## config.mk

```make
export PLATFORM = sky130hd
export DESIGN_NAME = motor_ctrl_top
export DESIGN_NICKNAME = d
export VERILOG_FILES = /design/src/hdl/motor_pkg.sv /design/src/hdl/uart_rx.sv /design/src/hdl/cmd_parser.sv /design/src/hdl/ack_fifo.sv /design/src/hdl/uart_tx.sv /design/src/hdl/pwm_channel.sv /design/src/hdl/motor_ctrl_top.sv
export SDC_FILE = /design/constraint.sdc
export NUM_CORES = 1
export LEC_CHECK = 0
export ABC_AREA = 0
export BUFFER_PORTS_ARGS = -buffer_cell sky130_fd_sc_hd__buf_2
export CAP_MARGIN = 15
export CORE_ASPECT_RATIO = 1.75
export CORE_MARGIN = 2
export CORE_UTILIZATION = 52
export DETAILED_ROUTE_END_ITERATION = 10
export PLACE_DENSITY = 0.67
export SLEW_MARGIN = 20
export SYNTH_ARGS = -nofsm -noshare
export SYNTH_HDL_FRONTEND = slang
export SYNTH_HIERARCHICAL = 1
export SYNTH_SLANG_ARGS = --single-unit
export TNS_END_PERCENT = 100
```

## constraint.sdc

```tcl
create_clock -name clk -period 8.12 [get_ports clk]
set_input_delay 0.812 -clock clk [delete_from_list [all_inputs] [get_ports clk]]
set_output_delay 0.812 -clock clk [all_outputs]
set_load 0.01 [all_outputs]
```

## src/hdl/motor_pkg.sv

```systemverilog
package motor_pkg;

    // Widths that carry a meaning
    typedef logic [7:0]         byte_t;   // One UART byte
    typedef logic signed [15:0] duty_t;   // Signed motor duty
    typedef logic [15:0]        count_t;  // PSC, CCR and counter values
    typedef logic [1:0]         dir_t;    // 01 forward, 10 reverse, 00 stop

    // Command frame parser
    typedef enum logic [1:0] {
        idle,
        high_byte,
        low_byte
    } parse_state_t;

    // Header bytes, also sent back as the acknowledge
    localparam byte_t hdr_duty0 = 8'hAA;  // Motor 0 duty
    localparam byte_t hdr_duty1 = 8'hBB;  // Motor 1 duty
    localparam byte_t hdr_psc   = 8'hCC;
    localparam byte_t hdr_ccr   = 8'hDD;
    localparam byte_t hdr_query = 8'hEE;  // Single byte, no payload

    // Register values after reset
    localparam count_t psc_default = 16'd99;
    localparam count_t ccr_default = 16'd999;

endpackage

```

## src/hdl/uart_rx.sv

```systemverilog
module uart_rx
    import motor_pkg::*;
#(
    parameter int clks_per_bit = 868
) (
    input  logic  clk,
    input  logic  rst_n,
    input  logic  rx_line,
    output byte_t rx_byte,
    output logic  rx_valid
);

    localparam int cnt_w = $clog2(clks_per_bit + 1);

    typedef enum logic [1:0] {
        rx_idle,
        rx_start,
        rx_data,
        rx_stop
    } rx_state_t;

    rx_state_t        state;
    logic             sync_q1;
    logic             sync_q2;
    logic [cnt_w-1:0] cnt;
    logic [2:0]       bit_idx;
    byte_t            shift;

    wire half_bit = (cnt == cnt_w'(clks_per_bit / 2 - 1));
    wire full_bit = (cnt == cnt_w'(clks_per_bit - 1));

    // Two flops against metastability, line idles high
    always_ff @(posedge clk or negedge rst_n) begin
        if (!rst_n) begin
            sync_q1 <= 1'b1;
            sync_q2 <= 1'b1;
        end else begin
            sync_q1 <= rx_line;
            sync_q2 <= sync_q1;
        end
    end

    always_ff @(posedge clk or negedge rst_n) begin
        if (!rst_n) begin
            state    <= rx_idle;
            cnt      <= '0;
            bit_idx  <= '0;
            rx_valid <= 1'b0;
        end else begin
            rx_valid <= 1'b0;
            cnt      <= cnt + 1'b1;
            case (state)
                rx_idle: begin
                    cnt <= '0;
                    if (!sync_q2) state <= rx_start;  // Falling edge of start bit
                end
                rx_start: if (half_bit) begin
                    cnt     <= '0;
                    bit_idx <= '0;
                    state   <= sync_q2 ? rx_idle : rx_data;  // Glitch rejected
                end
                rx_data: if (full_bit) begin
                    cnt     <= '0;
                    bit_idx <= bit_idx + 1'b1;
                    if (bit_idx == 3'd7) state <= rx_stop;
                end
                rx_stop: if (full_bit) begin
                    rx_valid <= sync_q2;  // Low stop bit drops the byte
                    state    <= rx_idle;
                end
                default: state <= rx_idle;
            endcase
        end
    end

    // Data path, LSB arrives first
    always_ff @(posedge clk) begin
        if (state == rx_data && full_bit) shift <= {sync_q2, shift[7:1]};
        if (state == rx_stop && full_bit) rx_byte <= shift;
    end

endmodule

```

## src/hdl/cmd_parser.sv

```systemverilog
module cmd_parser
    import motor_pkg::*;
#(
    parameter int ack_depth = 4
) (
    input  logic   clk,
    input  logic   rst_n,
    input  byte_t  rx_byte,
    input  logic   rx_valid,
    input  logic   credit_return,
    output logic   ack_push,
    output byte_t  ack_byte,
    output duty_t  duty0,
    output duty_t  duty1,
    output count_t psc,
    output count_t ccr
);

    localparam int crd_w = $clog2(ack_depth + 1);

    parse_state_t     state;
    byte_t            cmd_hdr;   // Header of the frame in progress
    byte_t            high_q;    // Stored high payload byte
    logic [crd_w-1:0] credits;

    // Limit a requested duty to plus or minus the period
    function automatic duty_t clamp_duty(input duty_t req, input count_t lim);
        logic signed [16:0] req_x;
        logic signed [16:0] lim_x;
        req_x = req;
        lim_x = {1'b0, lim};
        if (req_x > lim_x)
            clamp_duty = duty_t'(lim_x);
        else if (req_x < -lim_x)
            clamp_duty = duty_t'(-lim_x);
        else
            clamp_duty = req;
    endfunction

    wire   query_hit  = rx_valid && (state == idle) && (rx_byte == hdr_query);
    wire   frame_done = rx_valid && (state == low_byte);
    wire   want_ack   = query_hit || frame_done;
    wire   do_push    = want_ack && (credits != '0);  // Dropped when no credit is left
    wire   [15:0] payload = {high_q, rx_byte};

    always_ff @(posedge clk or negedge rst_n) begin
        if (!rst_n) begin
            state   <= idle;
            cmd_hdr <= '0;
            duty0   <= '0;
            duty1   <= '0;
            psc     <= psc_default;
            ccr     <= ccr_default;
        end else if (rx_valid) begin
            case (state)
                idle: begin
                    cmd_hdr <= rx_byte;
                    // Query and unknown headers stay here
                    if (rx_byte inside {hdr_duty0, hdr_duty1, hdr_psc, hdr_ccr})
                        state <= high_byte;
                end
                high_byte: state <= low_byte;
                low_byte: begin
                    state <= idle;
                    case (cmd_hdr)
                        hdr_duty0: duty0 <= clamp_duty(duty_t'(payload), ccr);
                        hdr_duty1: duty1 <= clamp_duty(duty_t'(payload), ccr);
                        hdr_psc:   psc   <= payload;
                        hdr_ccr:   ccr   <= payload;
                        default:   ;
                    endcase
                end
                default: state <= idle;
            endcase
        end
    end

    // Credit count mirrors free FIFO slots
    always_ff @(posedge clk or negedge rst_n) begin
        if (!rst_n) begin
            credits  <= crd_w'(ack_depth);
            ack_push <= 1'b0;
        end else begin
            ack_push <= do_push;
            credits  <= credits - crd_w'(do_push) + crd_w'(credit_return);
        end
    end

    always_ff @(posedge clk) begin
        if (rx_valid && state == high_byte) high_q <= rx_byte;
        if (want_ack) ack_byte <= query_hit ? hdr_query : cmd_hdr;
    end

    // Returns from the FIFO never outnumber the pushes
    a_credit_bound: assert property (@(posedge clk) disable iff (!rst_n)
        credits <= crd_w'(ack_depth));

endmodule

```

## src/hdl/ack_fifo.sv

```systemverilog
module ack_fifo
    import motor_pkg::*;
#(
    parameter int ack_depth = 4
) (
    input  logic  clk,
    input  logic  rst_n,
    input  logic  ack_push,
    input  byte_t ack_byte,
    input  logic  tx_pop,
    output byte_t tx_byte,
    output logic  tx_avail,
    output logic  credit_return
);

    localparam int ptr_w = (ack_depth > 1) ? $clog2(ack_depth) : 1;
    localparam int cnt_w = $clog2(ack_depth + 1);

    byte_t            mem [ack_depth];
    logic [ptr_w-1:0] wr_ptr;
    logic [ptr_w-1:0] rd_ptr;
    logic [cnt_w-1:0] count;   // Occupancy

    wire full = (count == cnt_w'(ack_depth));

    // Pointer advance with wrap for any depth
    function automatic logic [ptr_w-1:0] next_ptr(input logic [ptr_w-1:0] ptr);
        next_ptr = (ptr == ptr_w'(ack_depth - 1)) ? '0 : ptr + 1'b1;
    endfunction

    always_ff @(posedge clk or negedge rst_n) begin
        if (!rst_n) begin
            wr_ptr        <= '0;
            rd_ptr        <= '0;
            count         <= '0;
            credit_return <= 1'b0;
        end else begin
            if (ack_push) wr_ptr <= next_ptr(wr_ptr);
            if (tx_pop)   rd_ptr <= next_ptr(rd_ptr);
            count         <= count + cnt_w'(ack_push) - cnt_w'(tx_pop);
            credit_return <= tx_pop;  // Slot is free once the pop lands
        end
    end

    always_ff @(posedge clk) begin
        if (ack_push) mem[wr_ptr] <= ack_byte;
    end

    assign tx_byte  = mem[rd_ptr];
    assign tx_avail = (count != '0);

    // Parser credits must keep the queue from overflowing
    a_no_overflow: assert property (@(posedge clk) disable iff (!rst_n)
        ack_push |-> !full);

    a_no_underflow: assert property (@(posedge clk) disable iff (!rst_n)
        tx_pop |-> tx_avail);

endmodule

```

## src/hdl/uart_tx.sv

```systemverilog
module uart_tx
    import motor_pkg::*;
#(
    parameter int clks_per_bit = 868
) (
    input  logic  clk,
    input  logic  rst_n,
    input  byte_t tx_byte,
    input  logic  tx_avail,
    output logic  tx_pop,
    output logic  tx_line
);

    localparam int cnt_w = $clog2(clks_per_bit + 1);

    typedef enum logic [1:0] {
        tx_idle,
        tx_start,
        tx_data,
        tx_stop
    } tx_state_t;

    tx_state_t        state;
    logic [cnt_w-1:0] cnt;      // Bit-time counter
    logic [2:0]       bit_idx;
    byte_t            shift;

    wire bit_end = (cnt == cnt_w'(clks_per_bit - 1));

    assign tx_pop = (state == tx_idle) && tx_avail;

    always_ff @(posedge clk or negedge rst_n) begin
        if (!rst_n) begin
            state   <= tx_idle;
            cnt     <= '0;
            bit_idx <= '0;
            tx_line <= 1'b1;  // Idle level
        end else begin
            cnt <= bit_end ? '0 : cnt + 1'b1;
            case (state)
                tx_idle: begin
                    cnt <= '0;
                    if (tx_avail) begin
                        tx_line <= 1'b0;   // Start bit
                        state   <= tx_start;
                    end
                end
                tx_start: if (bit_end) begin
                    tx_line <= shift[0];
                    bit_idx <= '0;
                    state   <= tx_data;
                end
                tx_data: if (bit_end) begin
                    bit_idx <= bit_idx + 1'b1;
                    if (bit_idx == 3'd7) begin
                        tx_line <= 1'b1;   // Stop bit
                        state   <= tx_stop;
                    end else begin
                        tx_line <= shift[1];
                    end
                end
                tx_stop: if (bit_end) state <= tx_idle;
                default: state <= tx_idle;
            endcase
        end
    end

    // Shift register, LSB goes out first
    always_ff @(posedge clk) begin
        if (tx_pop)
            shift <= tx_byte;
        else if (state == tx_data && bit_end)
            shift <= shift >> 1;
    end

endmodule

```

## src/hdl/pwm_channel.sv

```systemverilog
module pwm_channel
    import motor_pkg::*;
(
    input  logic   clk,
    input  logic   rst_n,
    input  count_t psc,
    input  count_t ccr,
    input  duty_t  duty,
    output logic   pwm,
    output dir_t   dir
);

    count_t pre_cnt;    // Prescaler, 0 to psc
    count_t per_cnt;    // Period counter, 0 to ccr
    count_t duty_mag;

    // Compare with >= so a smaller new limit cannot strand a counter
    wire pre_wrap = (pre_cnt >= psc);
    wire per_wrap = (per_cnt >= ccr);

    // Unsigned magnitude, -32768 maps to 32768
    assign duty_mag = duty[15] ? count_t'(-duty) : count_t'(duty);

    always_ff @(posedge clk or negedge rst_n) begin
        if (!rst_n) begin
            pre_cnt <= '0;
            per_cnt <= '0;
        end else begin
            pre_cnt <= pre_wrap ? '0 : pre_cnt + 1'b1;
            if (pre_wrap)
                per_cnt <= per_wrap ? '0 : per_cnt + 1'b1;
        end
    end

    // Registered outputs keep the motor pins glitch free
    always_ff @(posedge clk or negedge rst_n) begin
        if (!rst_n) begin
            pwm <= 1'b0;
            dir <= 2'b00;
        end else begin
            pwm <= (per_cnt < duty_mag);
            if (duty == '0)
                dir <= 2'b00;      // Stop
            else if (duty[15])
                dir <= 2'b10;      // Reverse
            else
                dir <= 2'b01;      // Forward
        end
    end

endmodule

```

## src/hdl/motor_ctrl_top.sv

```systemverilog
module motor_ctrl_top
    import motor_pkg::*;
#(
    parameter int clks_per_bit = 868,
    parameter int ack_depth    = 4
) (
    input  logic       clk,
    input  logic       rst_n,
    input  logic       uart_rx_line,
    output logic       uart_tx_line,
    output logic [1:0] pwm_out,
    output logic [3:0] motor_in    // Motor 1 pair in bits 3:2
);

    byte_t  rx_byte;
    logic   rx_valid;
    logic   ack_push;
    byte_t  ack_byte;
    logic   credit_return;
    byte_t  tx_byte;
    logic   tx_avail;
    logic   tx_pop;
    duty_t  duty0;
    duty_t  duty1;
    count_t psc;
    count_t ccr;

    uart_rx #(.clks_per_bit(clks_per_bit)) u_uart_rx (
        .clk(clk), .rst_n(rst_n), .rx_line(uart_rx_line),
        .rx_byte(rx_byte), .rx_valid(rx_valid)
    );

    cmd_parser #(.ack_depth(ack_depth)) u_cmd_parser (
        .clk(clk), .rst_n(rst_n), .rx_byte(rx_byte), .rx_valid(rx_valid),
        .credit_return(credit_return), .ack_push(ack_push), .ack_byte(ack_byte),
        .duty0(duty0), .duty1(duty1), .psc(psc), .ccr(ccr)
    );

    ack_fifo #(.ack_depth(ack_depth)) u_ack_fifo (
        .clk(clk), .rst_n(rst_n), .ack_push(ack_push), .ack_byte(ack_byte),
        .tx_pop(tx_pop), .tx_byte(tx_byte), .tx_avail(tx_avail),
        .credit_return(credit_return)
    );

    uart_tx #(.clks_per_bit(clks_per_bit)) u_uart_tx (
        .clk(clk), .rst_n(rst_n), .tx_byte(tx_byte), .tx_avail(tx_avail),
        .tx_pop(tx_pop), .tx_line(uart_tx_line)
    );

    pwm_channel u_pwm0 (
        .clk(clk), .rst_n(rst_n), .psc(psc), .ccr(ccr), .duty(duty0),
        .pwm(pwm_out[0]), .dir(motor_in[1:0])
    );

    pwm_channel u_pwm1 (
        .clk(clk), .rst_n(rst_n), .psc(psc), .ccr(ccr), .duty(duty1),
        .pwm(pwm_out[1]), .dir(motor_in[3:2])
    );

endmodule

```

# Yosys cells after proc, flatten, opt, wreduce, memory -nomap -nowiden
# Memories as Yosys holds them, arrays and structs flattened.
# Index checks and enable logic that the tools add are counted.
# totals
ff_bits	230
ram_bits	32
in_bits	3
output_inout_bits	7
wordCells	180
mem_count	1
# memory_table
name	words	word_bits	read_ports	rd_clocked_by_memory_dff	write_ports	line	rtl
u_ack_fifo.mem	4	8	1	0	1	ack_fifo.sv:19	byte_t mem [ack_depth];
# classes
n_addsub	17
n_lt_le_gt_ge	8
eq_ne	35
mux	51
reduce_logical	33
# ops
operator	n
$mux W16	8
$eq A8 B8 Y1 const B	9
$add A16 B1 Y16 const B	4
$ge A16 B16 Y1	4
$mux W10	4
$mux W2	18
$logic_not A16 Y1	2
$lt A16 B16 Y1	2
$neg A16 Y16	2
$pmux W10 S3	1
$add A10 B1 Y10 const B	2
$eq A10 B10 Y1 const B	2
$ne A2 B1 Y1 const B	9
$reduce_and A3 Y1	6
$gt A16 B17 Y1	1
$lt A16 B17 Y1	1
$neg A16 Y17	1
$mux W8	2
$pmux W2 S4	2
$eq A2 B2 Y1 const B	7
$mux W3	4
$pmux W3 S2	2
$eq A10 B9 Y1 const B	1
$reduce_and A5 Y1	2
other kinds (18)	48

# Longest topological paths before layout
# Gate-level depths: netlist (run 1).
# logic_depth
ltp_word	7
mapped_depth	17
mapped_depth_nobuf	15

# Hierarchy
# Netlist (run 1), hierarchy kept.
# modules_own_cells
mod	n_inst	cells_per_inst	area_each_um2	seq_area_each_um2
cmd_parser	1	528	5275.1	2448.6
pwm_channel at u_pwm1	1	358	3106.7	875.8
pwm_channel at u_pwm0	1	354	3095.5	875.8
ack_fifo	1	78	1585.3	1161.1
uart_rx	1	101	1366.3	933.4
uart_tx	1	102	1224.9	641.9

# Worst setup path after synthesis (run 1)
# No wires, ideal clock.
# synth_path
kind	register to register
startpoint	reg u_cmd_parser.ccr[1]
endpoint	reg u_cmd_parser.duty0[2]
setup_ns	0.145
arrival_ns	4.077
required_ns	7.975
slack_ns	3.898
stages_incl_launch_ff	18
n_path_buf	2
period_less_slack_ns	4.222
path_cell_list	dfstp_2 -> inv_1 -> ha_1 -> nor2b_1 -> nand3_1 -> or3_1 -> or4_1 -> nor2_1 -> ha_1 -> nand4_1 -> or4_4 -> nor3b_2 -> a211oi_1 -> or2_4 -> buf_6 -> buf_2 -> nor3_1 -> a211oi_2
# synth_via
elab_chain_cells	4
word_cells_on_any_way	5
cone_classes	add/sub (1); order compare (2); mux (2)
# synth_lines
item	line	rtl
start: declaration	cmd_parser.sv:16	output count_t ccr
start signal: assignment	cmd_parser.sv:53	ccr <= ccr_default;
start signal: assignment	cmd_parser.sv:69	hdr_ccr: ccr <= payload;
$neg A16 Y17	cmd_parser.sv:34	else if (req_x < -lim_x)
$lt A16 B17 Y1	cmd_parser.sv:34	
$mux W16	cmd_parser.sv:34	
$mux W16 (*)	n/a	
end signal: assignment	cmd_parser.sv:66	hdr_duty0: duty0 <= clamp_duty(duty_t'(payload), ccr);
end: declaration	cmd_parser.sv:13	output duty_t duty0,
# Every way passes the cells marked *; elsewhere a longest branch is shown, timed or not.
# A chain may end at the register's enable or synchronous reset.

# Final worst setup path (run 1)
# layout_path
startpoint	reg u_cmd_parser.ccr[1]
endpoint	reg u_cmd_parser.duty0[15]
# The elaborated chain is that of the path after synthesis.

==> flow_metrics.tcl, run 1 <==
set metrics [dict create \
    status "complete, no violations" \
    use_met1_pct 25.69 \
    synth_edf_count 72 \
    p_sw_w 0.0005409 \
    slew_headroom_pct 40.25 \
    start_util_pct 52.44 \
    drive_gt1_share_pct 11.65 \
    synth_nets 1682 \
    clkPwrFrac_pct 48.3 \
    grt-busiest-layer "met2" \
    use_met3_pct 2.995 \
    dpl.cell_count 1884 \
    crit_chain "inv_1, ha_1, nor2b_1, nand3_1, or3_1, or4_1, nor2_1, ha_1, nand4_1, or4_4, o221ai_2, o21a_1, or2_4, mux2i_1, o211ai_1" \
    cp_max_fo 39 \
    cts_made_buffers 26 \
    power.share.combinational_pct 0.8 \
    async_flop_share_pct 72.52 \
    ys_seq_area_share_pct 44.31 \
    setup_violations 0 \
    nFillCells 2632 \
    postCtsSetupBuffers 0 \
    worst_pin_slew_ps 896.3 \
    synth.distinct_cells 83 \
    startpoint_type "register" \
    clk_pin_slew_ps 70 \
    hp-class "in2async" \
    drtAntennaViolNets 0 \
    grt_max_degree 81 \
    drc 0 \
    grt_pass1_vias 11500 \
    die_w_um 135.2 \
    cp_common_cell "ha_1" \
    syn_inst 1521 \
    period_share_pct 60.06 \
    drt_iter0_drc 465 \
    h-tree-depth 1 \
    finalNonFillerCells 1932 \
    nNetsFinal 1686 \
    period_minus_slack_ps 4877 \
    drtPass1Iterations 4 \
    place.gp.congestion 0.9499 \
    grt_pass1_wl_um 59170 \
    power_leakage_nw 7.161 \
    die-area_um2 31560 \
    rsz0062_at_grt "no" \
    cp_num_buf_inv 1 \
    end_kind "register" \
    clock_sinks 262 \
    core_area_um2 29850 \
    die_h_um 233.5 \
    via_per_inst 5.877 \
    grt_overflow_total 0 \
    postSynthAreaPerCell_um2 10.29 \
    dp_slack_ps 3335 \
    timing_hold_violations_final 0 \
    p_per_area_nw_per_um2 155.7 \
    synthToLayoutAreaGrowth_pct 8.713 \
    ys_seq_elements 262 \
    critPathKind "reg2reg" \
    top_level_ports 10 \
    slowest_delay_ps 570 \
    cts_hold_buf 0 \
    ys_warn_count 6 \
    required_ps 8510 \
    slew_viol_final 0 \
    crit_path_top_delay_cell "or4_4" \
    crit_arrival_ps 5260 \
    grt_use_total_pct 23.58 \
    fin_ws_ps 3243 \
    synth_flop_cell "dfrtp_1" \
    diodes 0 \
    cts_tree "yes" \
    cts_root_buf "clkbuf_16" \
    wl_per_cell_um 18.76 \
    antenna_found_initial 0 \
    seqPwrFrac_pct 51.0 \
    cpLargestDelayFamily "simple AND/OR/NAND/NOR gates" \
    internal_power_w 0.002108 \
    ctsResizeCount 0 \
    vias 11360 \
    clk_latency_ps 560 \
    netSwitchingFraction_pct 20.42 \
    setup-tns-final_ps 0 \
    clock_skew_ps 19.00 \
    vdd_drop_max_mv 0.1698 \
    cts.path.max_buffers 3 \
    fmax_ghz 0.2051 \
    cap_violations 0 \
    hpwl_um 26890 \
    grtUsageMet2_pct 44.61 \
    routed_wl_um 36250 \
    netlist_area_um2 15650 \
    rows 84 \
    portBuffers 9 \
    rrSetupSlack_ps 3240 \
]
-- flip-flops by register name, indices dropped and copies added (netlist names), 10 cells and up, named ones only --
signal              cells
u_ack_fifo/mem         32
u_uart_rx/cnt          10
u_pwm1/per_cnt         16
u_cmd_parser/psc       16
u_cmd_parser/duty1     16
u_cmd_parser/duty0     16
u_pwm0/per_cnt         16
u_pwm0/pre_cnt         16
u_cmd_parser/ccr       16
u_pwm1/pre_cnt         16
u_uart_tx/cnt          10
-- final cells by class --
cell class                      instances  area, um2  share of cell area, %
Clock buffer                           33      716.9                  4.213
Clock inverter                         15      198.9                  1.169
Inverter                              124      465.4                  2.735
Multi-Input combinational cell       1091       8079                  47.47
Sequential cell                       262       6937                  40.76
Tap cell                              387      484.2                  2.845
Timing Repair Buffer                   20      136.4                 0.8014
-- cell usage in the layout (no fill, tap or decap), types with 9 or more instances in the layout --
cell type | synthesis | final
xnor2_1 | 23 | 23
edfxtp_1 | 72 | 72
or2_2 | 19 | 19
and4_1 | 12 | 12
nor3_1 | 45 | 45
dfrtp_1 | 174 | 174
and3_1 | 29 | 29
ha_1 | 156 | 156
o21ai_0 | 74 | 74
and2_1 | 15 | 15
nand4_1 | 36 | 36
nand3_1 | 53 | 53
a31oi_1 | 13 | 12
a22o_1 | 30 | 30
a21oi_1 | 46 | 46
clkbuf_16 | 0 | 26
buf_4 | 0 | 11
inv_1 | 122 | 122
or3_1 | 9 | 9
a211oi_1 | 22 | 22
dfstp_2 | 16 | 16
a21o_1 | 14 | 14
xor2_1 | 55 | 55
mux2_2 | 32 | 32
nand2b_1 | 11 | 11
nor2b_1 | 22 | 21
nand2_1 | 95 | 95
nor2_1 | 139 | 138
-- cell families after synthesis --
kind of cell	Yosys count	share of synthesized area, %
AOI/OAI and AO/OA	281	12.77
and+or+nand+nor	526	17.54
buffers and inverters	168	4.300
xor gates and xnor gates	78	4.364
DFF	262	44.31
muxes	48	3.981
adders and majority gates	158	12.72
-- synthesized netlist by cell type (9+ instances only) --
cell type	n	area share, %
dfrtp_1	174	28
ha_1	156	12
nor2_1	139	3.3
inv_1	122	2.9
nand2_1	95	2.3
o21ai_0	74	2.4
edfxtp_1	72	14
xor2_1	55	3.1
nand3_1	53	1.7
a21oi_1	46	1.5
nor3_1	45	1.4
nand4_1	36	1.4
mux2_2	32	2.3
a22o_1	30	1.7
and3_1	29	1.2
clkbuf_1	27	0.65
xnor2_1	23	1.3
a211oi_1	22	1.1
nor2b_1	22	0.88
or2_2	19	0.76
dfstp_2	16	2.7
and2_1	15	0.60
a21o_1	14	0.67
a31oi_1	13	0.52
and4_1	12	0.67
nand2b_1	11	0.44
buf_2	10	0.32
or3_1	9	0.36
-- layer usage --
layer / vias to the layer above / routed length (um)
li1: 5508 / -
met1: 5564 / 13700
met2: 204 / 19640
met3: 79 / 1180
met4: 0 / 1737
met5: - / 0
-- through the flow --
| step | total power (W) | cell area, um2 | utilization (%) | hold WS [ps] |
|---|---|---|---|---|
| after CTS | 0.002684 | 17010 | 56.98 | 297.1 |
| after global placement | 0.001398 | 16090 | 53.91 | 346.6 |
| after floorplan | 0.001376 | 15650 | - | 345.2 |
| after detailed placement | 0.001398 | 16090 | 53.91 | 349.0 |
| final | 0.002649 | 17020 | 57.01 | 248.7 |
| after global routing | 0.002732 | 17020 | 57.01 | 289.6 |
-- path summary, 6_finish.rpt --
kind | start | to | cells past startpoint
max | u_cmd_parser/ccr[1]$_DFFE_PN1P_ | u_cmd_parser/duty0[15]$_DFFE_PN0P_ | 15
min | rst_n | u_uart_tx/state[0]$_DFFE_PN0P_ | 1
max reg2reg | u_cmd_parser/ccr[1]$_DFFE_PN1P_ | u_cmd_parser/duty0[15]$_DFFE_PN0P_ | 15
min reg2reg | u_uart_rx/sync_q1$_DFF_PN1_ | u_uart_rx/sync_q2$_DFF_PN1_ | 0
max in group asynchronous | rst_n | u_cmd_parser/duty0[5]$_DFFE_PN0P_ | 2
min in group clk | u_uart_rx/sync_q1$_DFF_PN1_ | u_uart_rx/sync_q2$_DFF_PN1_ | 0
-- power groups by stage --
stage	combinational [W]	clock [W]	sequential, W
floorplan	0.000000188	0	0.00138
global placement	0.0000218	0	0.00138
detailed placement	0.0000219	0	0.00138
CTS	0.0000221	0.00131	0.00135
global route	0.0000249	0.00136	0.00135
finish	0.0000203	0.00128	0.00135
No activity file was read; power rests on OpenSTA's default activity.
==> run 2, diff against run 1 <==
- clock period: 8.12 -> 4.5 ns (I/O delays scaled with it)
==> flow_metrics.tcl, run 2 (synthesized netlist as in run 1, its figures left out) <==
set metrics [dict create \
    power_leakage_nw 7.224 \
    antenna_found_initial 0 \
    r2r-start "u_cmd_parser/ccr[0]$_DFFE_PN1P_" \
    setup_violations 0 \
    status "complete, no violations" \
    critPathKind "reg2reg" \
    synthToLayoutAreaGrowth_pct 9.655 \
    rsz0062_at_grt "no" \
    r2r-end "u_cmd_parser/duty1[10]$_DFFE_PN0P_" \
    drt_iter0_drc 518 \
    final_cell_mix "174 x dfrtp_1, 156 x ha_1, 138 x nor2_1, 122 x inv_1, 95 x nand2_1" \
    rrSetupSlack_ps 190 \
    via_per_inst 5.946 \
    grt_pass1_vias 11600 \
    crit_arrival_ps 4770 \
    vias 11590 \
    worst_pin_slew_ps 874.6 \
    rows 84 \
    hold_ws_ps 2.914 \
    clock_sinks 262 \
    grt_pass1_wl_um 58980 \
    drtAntennaViolNets 0 \
    period_minus_slack_ps 4306 \
    cts_made_buffers 26 \
    die_w_um 135.2 \
    p_total_w 0.004747 \
    drc 0 \
    diodes 0 \
    regMostFlops "u_ack_fifo/mem" \
    portBuffers 9 \
    reg2reg_depth 15 \
    crit_path_top_delay_cell "or4_4" \
    h-tree-depth 1 \
    clk_latency_ps 560 \
    routed_wl_um 37110 \
    hp-class "in2async" \
    largest_reg_flops 32 \
    wl_per_cell_um 19.04 \
    drtPass1Iterations 5 \
    drt-met1-wl_um 13840 \
    cap_violations 0 \
    setup-tns-final_ps 0 \
    layout_commonest_cell "dfrtp_1" \
    slowest_delay_ps 600 \
    drive_gt1_share_pct 12.68 \
    vdd_drop_max_mv 0.2740 \
    clk_pin_slew_ps 70 \
    start_util_pct 52.44 \
    grt_use_total_pct 23.65 \
    cts.path.max_buffers 3 \
    cp_common_cell "ha_1" \
    crit_chain "inv_1, ha_1, nor2b_2, nand3_1, or3_4, or4_1, nor2_1, ha_1, nand4_1, or4_4, nor3b_4, a211oi_2, or2_4, a22o_1, a221oi_2" \
    core_area_um2 29850 \
    cts_tree "yes" \
    startpoint_type "register" \
    period_share_pct 95.68 \
    hpwl_um 27080 \
    timing_hold_violations_final 0 \
    clock_skew_ps 35.69 \
    fmax_ghz 0.2323 \
    wl_met2_um 19660 \
    top_layer_used "met4" \
    end_kind "register" \
    required_ps 4960 \
    wl_met3_um 1244 \
    top_level_ports 10 \
    fin_ws_ps 194.3 \
    place.gp.congestion 0.9035 \
    cp_max_fo 5 \
    slew_headroom_pct 41.26 \
    grt_max_degree 92 \
    utilization_pct 57.51 \
    grt_overflow_total 0 \
    nNetsFinal 1703 \
    die-area_um2 31560 \
    cts_root_buf "clkbuf_16" \
    p_per_area_nw_per_um2 276.6 \
    dp_slack_ps 28.28 \
    slew_viol_final 0 \
    die_h_um 233.5 \
]
run 2: metal layers:
| metal | vias to the layer above | track usage, % |
|---|---|---|
| li1 | 5555 | - |
| met1 | 5629 | 25.49 |
| met2 | 283 | 44.78 |
| met3 | 122 | 2.214 |
| met4 | 0 | 12.92 |
| met5 | - | 0 |
run 2: timing repair:
item | CTS | global route
endpoints found under the hold margin | 1 | 0
setup buffers | 0 | 2
setup endpoints to repair | 0 | 30
hold buffers | 1 | 0
gates resized for setup | 0 | 11
run 2: final cells by class:
class | instances | area (um2)
clock buffer | 31 | 690.7
multi-input combinational | 1094 | 8145
fill | 2609 | 12680
tap | 387 | 484.2
clock inverter | 17 | 198.9
sequential | 262 | 6937
timing repair buffer | 34 | 244.0
inverter | 124 | 465.4
run 2: worst max-delay path by stage:
stage / start / endpoint / slack [ps] / depth (start not counted)
floorplan: u_cmd_parser/ccr[1]$_DFFE_PN1P_ / u_cmd_parser/duty0[2]$_DFFE_PN0P_ / 280 / 17
global placement: u_cmd_parser/ccr[0]$_DFFE_PN1P_ / u_cmd_parser/duty1[10]$_DFFE_PN0P_ / 180 / 15
detailed placement: u_cmd_parser/ccr[0]$_DFFE_PN1P_ / u_cmd_parser/duty0[12]$_DFFE_PN0P_ / 30 / 15
CTS: u_cmd_parser/ccr[0]$_DFFE_PN1P_ / u_cmd_parser/duty1[4]$_DFFE_PN0P_ / 20 / 15
global route: u_cmd_parser/ccr[0]$_DFFE_PN1P_ / u_cmd_parser/duty1[10]$_DFFE_PN0P_ / 60 / 15
finish: u_cmd_parser/ccr[0]$_DFFE_PN1P_ / u_cmd_parser/duty1[10]$_DFFE_PN0P_ / 190 / 15
run 2: stage by stage:
| step | instances | area, um2 |
|---|---|---|
| floorplan | 1521 | 15650 |
| global placement | 1895 | 16170 |
| detailed placement | 1895 | 16170 |
| CTS | 1944 | 17070 |
| global route | 1949 | 17170 |
| finish | 1949 | 17170 |
run 2: critical path: cells and delay by family (launching register included):
family	cells	cell delay (ps)
flip-flops	1	410
buffers and inverters	1	150
adder cells (fa/ha/maj)	2	350
AND/OR/NAND/NOR	9	2680
AO/OA/AOI/OAI	3	650
run 2: where the power goes:
group          switching [W]  internal [W]
clock               0.000941       0.00133
combinational      0.0000340    0.00000366
sequential       0.000000639       0.00244
total               0.000976       0.00377
